<file path="src/glb_pkg.sv">
`default_nettype none

package glb_pkg;

    // ====================
    // Default top-level parameters
    // ====================
    localparam int DEF_NUM_BANK   = 8;
    localparam int DEF_BANK_WIDTH = 16;
    // Must be a power of two
    localparam int DEF_BANK_DEPTH = 16;
    localparam int DEF_ADDR_WIDTH = 8;
    localparam int DEF_NUM_WRPORT = 2;
    localparam int DEF_NUM_RDPORT = 2;
    localparam int DEF_MAXPAR     = 2;

    // ====================
    // Derived widths
    // ====================
    localparam int BANK_IDX_W = $clog2(DEF_NUM_BANK);
    localparam int PAR_W      = $clog2(DEF_MAXPAR) + 1;
    localparam int PORT_W     = DEF_MAXPAR * DEF_BANK_WIDTH;

    // One bank row
    typedef logic [DEF_BANK_WIDTH-1:0] bank_data_t;

    // One port word, MAXPAR lanes
    typedef logic [PORT_W-1:0] port_data_t;

    // Port address, also used for the level registers
    typedef logic [DEF_ADDR_WIDTH-1:0] gaddr_t;

    typedef logic [BANK_IDX_W-1:0] bank_idx_t;

    // Parallel bank count, 0 to MAXPAR
    typedef logic [PAR_W-1:0] par_t;

endpackage

`default_nettype wire

</file>
<file path="src/glb_bank.sv">
`timescale 1ns/1ns
`default_nettype none

module glb_bank
    import glb_pkg::*;
#(
    parameter int NUM_WRPORT = DEF_NUM_WRPORT,
    parameter int NUM_RDPORT = DEF_NUM_RDPORT,
    parameter int BANK_WIDTH = DEF_BANK_WIDTH,
    parameter int BANK_DEPTH = DEF_BANK_DEPTH,
    parameter int MAXPAR     = DEF_MAXPAR
) (
    input  logic                  clk,
    input  logic                  rst_n,
    input  logic [NUM_WRPORT-1:0] wen_i,
    input  logic [NUM_RDPORT-1:0] ren_i,
    input  gaddr_t                wr_addr_i [NUM_WRPORT],
    input  port_data_t            wr_dat_i [NUM_WRPORT],
    input  gaddr_t                rd_addr_i [NUM_RDPORT],
    input  logic [NUM_RDPORT-1:0] rd_rdy_i,
    input  bank_idx_t             lane_i [NUM_WRPORT],
    output logic                  free_o,
    output logic                  rvalid_o,
    output bank_data_t            rdata_o,
    output gaddr_t                wr_level_o,
    output gaddr_t                rd_level_o
);

    localparam int ROW_W = $clog2(BANK_DEPTH);
    localparam int WP_W  = (NUM_WRPORT > 1) ? $clog2(NUM_WRPORT) : 1;
    localparam int RP_W  = (NUM_RDPORT > 1) ? $clog2(NUM_RDPORT) : 1;

    bank_data_t       mem [BANK_DEPTH];

    logic             wen;
    logic [WP_W-1:0]  wsel;
    logic [ROW_W-1:0] wrow;
    bank_data_t       wdata;

    logic             ren;
    logic [RP_W-1:0]  rsel;
    logic [ROW_W-1:0] rrow;
    logic [RP_W-1:0]  rport_q;
    logic             rvalid_q;
    bank_data_t       rdata_q;
    gaddr_t           wr_level_q;
    gaddr_t           rd_level_q;

    // ====================
    // Port selection
    // ====================
    // Lowest index wins
    always_comb begin
        wen  = 1'b0;
        wsel = '0;
        for (int p = NUM_WRPORT - 1; p >= 0; p--) begin
            if (wen_i[p]) begin
                wen  = 1'b1;
                wsel = WP_W'(p);
            end
        end
    end

    always_comb begin
        ren  = 1'b0;
        rsel = '0;
        for (int p = NUM_RDPORT - 1; p >= 0; p--) begin
            if (ren_i[p]) begin
                ren  = 1'b1;
                rsel = RP_W'(p);
            end
        end
    end

    assign wrow = wr_addr_i[wsel][ROW_W-1:0];
    assign rrow = rd_addr_i[rsel][ROW_W-1:0];

    // This bank's lane of the port word
    always_comb begin
        wdata = '0;
        for (int k = 0; k < MAXPAR; k++) begin
            if (int'(lane_i[wsel]) == k) begin
                wdata = wr_dat_i[wsel][k*BANK_WIDTH +: BANK_WIDTH];
            end
        end
    end

    // ====================
    // Storage
    // ====================
    always_ff @(posedge clk) begin
        if (wen) begin
            mem[wrow] <= wdata;
        end
    end

    always_ff @(posedge clk) begin
        if (ren) begin
            rdata_q <= mem[rrow];
        end
    end

    // Read output register, drained by the port that issued the read
    assign free_o = ~rvalid_q | rd_rdy_i[rport_q];

    always_ff @(posedge clk or negedge rst_n) begin
        if (!rst_n) begin
            rvalid_q <= 1'b0;
            rport_q  <= '0;
        end else if (ren) begin
            rvalid_q <= 1'b1;
            rport_q  <= rsel;
        end else if (rd_rdy_i[rport_q]) begin
            rvalid_q <= 1'b0;
        end
    end

    assign rvalid_o = rvalid_q;
    assign rdata_o  = rdata_q;

    // Level registers, one past the last accepted address
    always_ff @(posedge clk or negedge rst_n) begin
        if (!rst_n) begin
            wr_level_q <= '0;
            rd_level_q <= '0;
        end else begin
            if (wen) begin
                wr_level_q <= wr_addr_i[wsel] + 1'b1;
            end
            if (ren) begin
                rd_level_q <= rd_addr_i[rsel] + 1'b1;
            end
        end
    end

    assign wr_level_o = wr_level_q;
    assign rd_level_o = rd_level_q;

    // Bank sets of the write ports never overlap
    a_one_writer : assert property (@(posedge clk) disable iff (!rst_n)
        $onehot0(wen_i));

endmodule

`default_nettype wire

</file>
<file path="config.mk">
export PLATFORM = sky130hd
export DESIGN_NAME = glb_bank
export DESIGN_NICKNAME = d
export VERILOG_FILES = /design/src/glb_pkg.sv /design/src/glb_bank.sv
export SDC_FILE = /design/constraint.sdc
export NUM_CORES = 1
export LEC_CHECK = 0
export BUFFER_PORTS_ARGS = -buffer_cell sky130_fd_sc_hd__buf_2
export CAP_MARGIN = 10
export CELL_PAD_IN_SITES_DETAIL_PLACEMENT = 2
export CELL_PAD_IN_SITES_GLOBAL_PLACEMENT = 2
export CORE_UTILIZATION = 44
export DETAILED_ROUTE_END_ITERATION = 12
export PLACE_DENSITY_LB_ADDON = 0.1
export REMOVE_ABC_BUFFERS = 1
export SKIP_LAST_GASP = 1
export SLEW_MARGIN = 30
export SYNTH_ARGS = -nofsm -noshare
export SYNTH_HDL_FRONTEND = slang
export SYNTH_SLANG_ARGS = --single-unit
export TNS_END_PERCENT = 20
</file>
<file path="constraint.sdc">
create_clock -name clk -period 2.45 [get_ports clk]
set_clock_uncertainty 0.2 [all_clocks]
set_input_delay 0.49 -clock clk [delete_from_list [all_inputs] [get_ports clk]]
set_output_delay 0.49 -clock clk [all_outputs]
set_load 0.005 [all_outputs]
</file>
; ---- Word level (Yosys, flattened, before mapping)
; Memories as Yosys holds them, arrays and structs flattened. A register that Yosys moved wholly into a read port is not among the register bits.
; Index checks and enable logic that the tools add are counted.
[word_totals]
regBits = 18
latchBits = 0
mem_bits_rw = 256
romBits = 0
word_cells = 43
memories = 1
[mem_list]
columns = name, depth, width, read_ports, rd_ports_with_merged_regs, wr, line
row1 = mem, 16, 16, 1, 1, 1, glb_bank.sv:33  ; bank_data_t mem [BANK_DEPTH];
[classes]
n_addsub = 2
n_mul = 0
n_div = 0
n_lt_le_gt_ge = 3
n_eq_ne = 1
shift = 0
n_mux = 26
bitwise = 4
n_reduce_logical = 2
[ops]
columns = cell, count
row1 = two-way mux 32 bit, 3
row2 = two-way mux 8 bit, 6
row3 = two-way mux 16 bit, 2
row4 = adder 8 x 1 -> 8 bit (second input constant), 2
row5 = two-way mux 1 bit, 12
row6 = two-way mux 3 bit, 3
row7 = greater-or-equal comparator 2 bit (second input constant), 2
row8 = NOT 1 -> 2 bit, 2
row9 = equality test 3 x 2 -> 1 bit (second input constant), 1
row10 = zero test 3 bit, 1
row11 = < comparator 1 x 2 -> 1 bit (second input constant), 1
row12 = nonzero test 2 bit, 1
row13 = NOT 1 bit, 1
row14 = bitwise OR 1 bit, 1

; ---- Logic depth before layout (Yosys ltp)
[depth]
depth_word = 9
mapped_depth = 11
depth_no_buf = 8

; ---- Least setup slack after synthesis
; OpenSTA, ideal clock, no wires.
[synth_timing]
path_kind = input port to flip-flop
from = input port wen_i[0]
to = memory mem[9][0] (netlist bit) (enable)
setup_time_ps = 394
arrival_time_ps = 2077
t_required_ps = 1856
setup_slack_ps = -221
cell_stages = 5
path_buffers = 2
cell_sequence = nand2b_1 buf_2 buf_6 o32a_1 a21oi_1
[synth_via]
elab_chain_cells = 5
word_cells_on_any_way = 8
[synth_lines]
columns = item, line
row1 = start: declaration, glb_bank.sv:15  ; input logic [NUM_WRPORT-1:0] wen_i,
row2 = two-way mux 1 bit, glb_bank.sv:57  ; if (wen_i[p]) begin
row3 = NOT 1 -> 2 bit (implied by the code), glb_bank.sv:75  ; assign wrow = wr_addr_i[wsel][ROW_W-1:0];
row4 = two-way mux 8 bit (3 in series), n/a
row5 = end: declaration, glb_bank.sv:33
; Several ways; a longest one is shown, not always the timed one. The select of a mux whose other input is x is not followed.

; ---- Final worst setup path
[layout_timing]
from = input port ren_i[1]
to = register rdata_q[2] (netlist: rdata_o[2]) (read register of mem) (data pin)
[layout_via]
elab_chain_cells = 6
word_cells_on_any_way = 7
[layout_lines]
columns = item, line
row1 = start: declaration, glb_bank.sv:16  ; input logic [NUM_RDPORT-1:0] ren_i,
row2 = two-way mux 1 bit *, glb_bank.sv:68  ; if (ren_i[p]) begin
row3 = two-way mux 1 bit, glb_bank.sv:68
row4 = NOT 1 -> 2 bit (implied by the code), glb_bank.sv:76  ; assign rrow = rd_addr_i[rsel][ROW_W-1:0];
row5 = two-way mux 8 bit (3 in series), n/a
row6 = end: declaration, glb_bank.sv:45  ; bank_data_t rdata_q;
; Mark *: on every way between the ends. The rest lies on a longest branch, timed or not. The select of a mux whose other input is x is not followed.
; A chain may end at the register's enable or synchronous reset.

==> impl_metrics.json <==
{
  "status": "finished, final reports clean",
  "clk_path_buf_depth": 3,
  "avgSynthCellArea_um2": 13.86,
  "clock-sinks": 290,
  "syn_area_um2": 12730,
  "reg2reg_from": "mem[10][1]",
  "dp_hpwl_um": 29140,
  "clk_pin_slew_ns": 0.07,
  "htree_levels": 1,
  "synth-edff-count": 272,
  "boundaryPins": 144,
  "maxSlewHeadroom_pct": 59.42,
  "min_period_over_period_pct": 91.97,
  "insertion_delay_ns": 0.57,
  "dieWidth_um": 172.1,
  "hold_start": "wr_addr_i[8]",
  "cp-end-kind": "flop",
  "ys_seq_area_share_pct": 67.72,
  "start_kind": "primary input",
  "vias": 9399,
  "post-route-util_pct": 55.50,
  "placementRows": 61,
  "drt_iter0_drc": 905,
  "die_h_um": 172.1,
  "drc": 0,
  "cp.arrival_ns": 2.44,
  "setup.worst_path.start": "ren_i[1]",
  "post_drt_wl_per_cell_um": 32.02,
  "num_antenna_cells": 0,
  "ys_warn_count": 0,
  "viasPerCell": 6.139,
  "coreArea_um2": 28090,
  "synthCells": 918,
  "grt_max_degree": 37,
  "fin_crit_ns": 2.253,
  "cp_max_fo": 13,
  "ant_nets": 0,
  "synth_flop_cell": "edfxtp_1",
  "rsz0062_at_grt": "false",
  "p_per_area_nw_per_um2": 765.8,
  "synthDistinctLibCells": 59,
  "post-cts-setup-buffers": 0,
  "drive_gt1_share_pct": 26.71,
  "root_buffer": "clkbuf_16",
  "ir_drop_uv": 516.6,
  "first_pass_iters": 6,
  "max_cap_violations": 0,
  "ys_ff_latch": 290,
  "final_net_count": 1243,
  "timing.fmax_mhz": 443.8,
  "grt_pass1_wl_um": 71050,
  "synth_commonest_cells": "edfxtp_1 (272), nand2_1 (142), mux2i_1 (81)",
  "cts_buffers": 31,
  "grt_overflow": 0,
  "finalHoldViolCount": 0,
  "die-area_um2": 29610,
  "start_util_pct": 45.31,
  "hold_class": "primary input to flop",
  "cp.required_ns": 2.64,
  "p_leak_uw": 0.005475,
  "setup_viol": 0,
  "synth_most_common_cell": "edfxtp_1",
  "slew_viol_final": 0,
  "worstMarginPinSlew_ns": 0.6087,
  "synth_async_sr_flop_share_pct": 6.207,
  "first_global_vias": 10510,
  "yosysTopAreaCellShare_pct": 64.18,
  "portBuffers": 143,
  "ys_top_cells_by_area": "edfxtp_1 (64%), mux2i_1 (6.4%), nand2_1 (4.2%)",
  "yosys.area.top_type": "edfxtp_1",
  "cts_tree": "yes",
  "routabilityCongestion": 0.7652,
  "antenna_found_initial": 1,
  "grt_use_total_pct": 33.89,
  "wirelength_um": 49020,
  "power.total_uw": 11940,
  "area_delta_synth_final_pct": 22.48,
  "crit_type": "primary input to flop"
}
worst max-delay path: stages:
cell      delay (ns)
buf_2           0.15
and3b_1         0.22
a21oi_4         0.30
buf_4           0.32
mux2i_1         0.11
a222oi_1        0.50
a31oi_1         0.20
o211ai_1        0.14
layout make-up:
| cell class | instances | area, um^2 |
|---|---|---|
| Fill cell | 2687 | 12500 |
| Multi-Input combinational cell | 566 | 3730 |
| Timing Repair Buffer | 236 | 1779 |
| Sequential cell | 290 | 8618 |
| Clock buffer | 35 | 790.8 |
| Tap cell | 378 | 473.0 |
| Clock inverter | 19 | 171.4 |
| Inverter | 7 | 26.28 |
path summary, 6_finish.rpt:
kind | end | slack, ns | depth (start not counted)
setup / recovery | rdata_o[2] | 0.20 | 8
hold / removal | wr_level_o[0] | 0.04 | 2
setup reg to reg | rdata_o[1] | 0.73 | 3
hold reg to reg | rd_level_o[4] | 0.34 | 2
max in group asynchronous | rd_level_o[6] | 1.46 | 2
min in group asynchronous | wr_level_o[2] | 0.23 | 2
logic make-up (layout without fill, tap and decap cells):
group,count (synthesis),count (layout),share of synthesized area (%)
AOI/OAI and AO/OA,186,186,10.60
xor gates and xnor gates,21,21,1.445
adders and majority gates,1,1,0.09829
buffers and inverters,62,297,3.136
DFF,290,290,67.72
muxes,91,91,7.521
and+or+nand+nor,267,267,9.487
routing by layer:
layer  track usage [%]  part of all wire, %  vias up
li1                  -                    -     3947
met1             40.04                   38     4860
met2             61.01                   51      472
met3             6.157                  7.1      118
met4             13.01                  3.9        2
met5                 0                0.020        -
report_power, final:
| group | switching (uW) | internal [uW] |
|---|---|---|
| combinational | 926 | 556 |
| clock | 2070 | 2610 |
| sequential | 98.1 | 5670 |
timing repair:
item | in CTS | in global routing
resized for setup | 0 | 0
endpoints found under the hold margin | 18 | 0
hold buffers | 1 | 0
registers in the layout, summed over array words and instances, names as in the netlist:
register,count
rd_level_o,8
rdata_o,16
rport_q,1
mem,256
wr_level_o,8
rvalid_o,1
metrics by stage:
stage / std cells / setup WS (ns) / cell area (um^2) / hold WS, ns / setup TNS, ns
floorplan: 863 / -3.842 / 12350 / -0.005591 / -495.80
global placement: 1476 / -0.1618 / 14620 / 0.2607 / -0.9168
detailed placement: 1476 / -0.2519 / 14620 / 0.2794 / -10.53
CTS: 1531 / 0.2052 / 15590 / 0.02554 / 0
global route: 1531 / 0.1320 / 15590 / 0.05670 / 0
finish: 1531 / 0.1967 / 15590 / 0.04204 / 0
cell usage in the layout (no fill, tap or decap), drive strengths merged, types with 5 or more instances in the layout:
cell	n
a211oi	32
a21boi	11
a21oi	34
a222oi	13
a31oi	12
buf	235
clkbuf	35
clkinv	13
dfrtp	18
edfxtp	272
inv	8
mux2	5
mux2i	86
nand2	143
nand3	41
nand4	5
nor2	38
nor2b	19
nor3	5
o211ai	12
o21ai	38
o221ai	17
xnor2	16
xor2	5
Note: power is estimated with default switching activity, not from simulation.
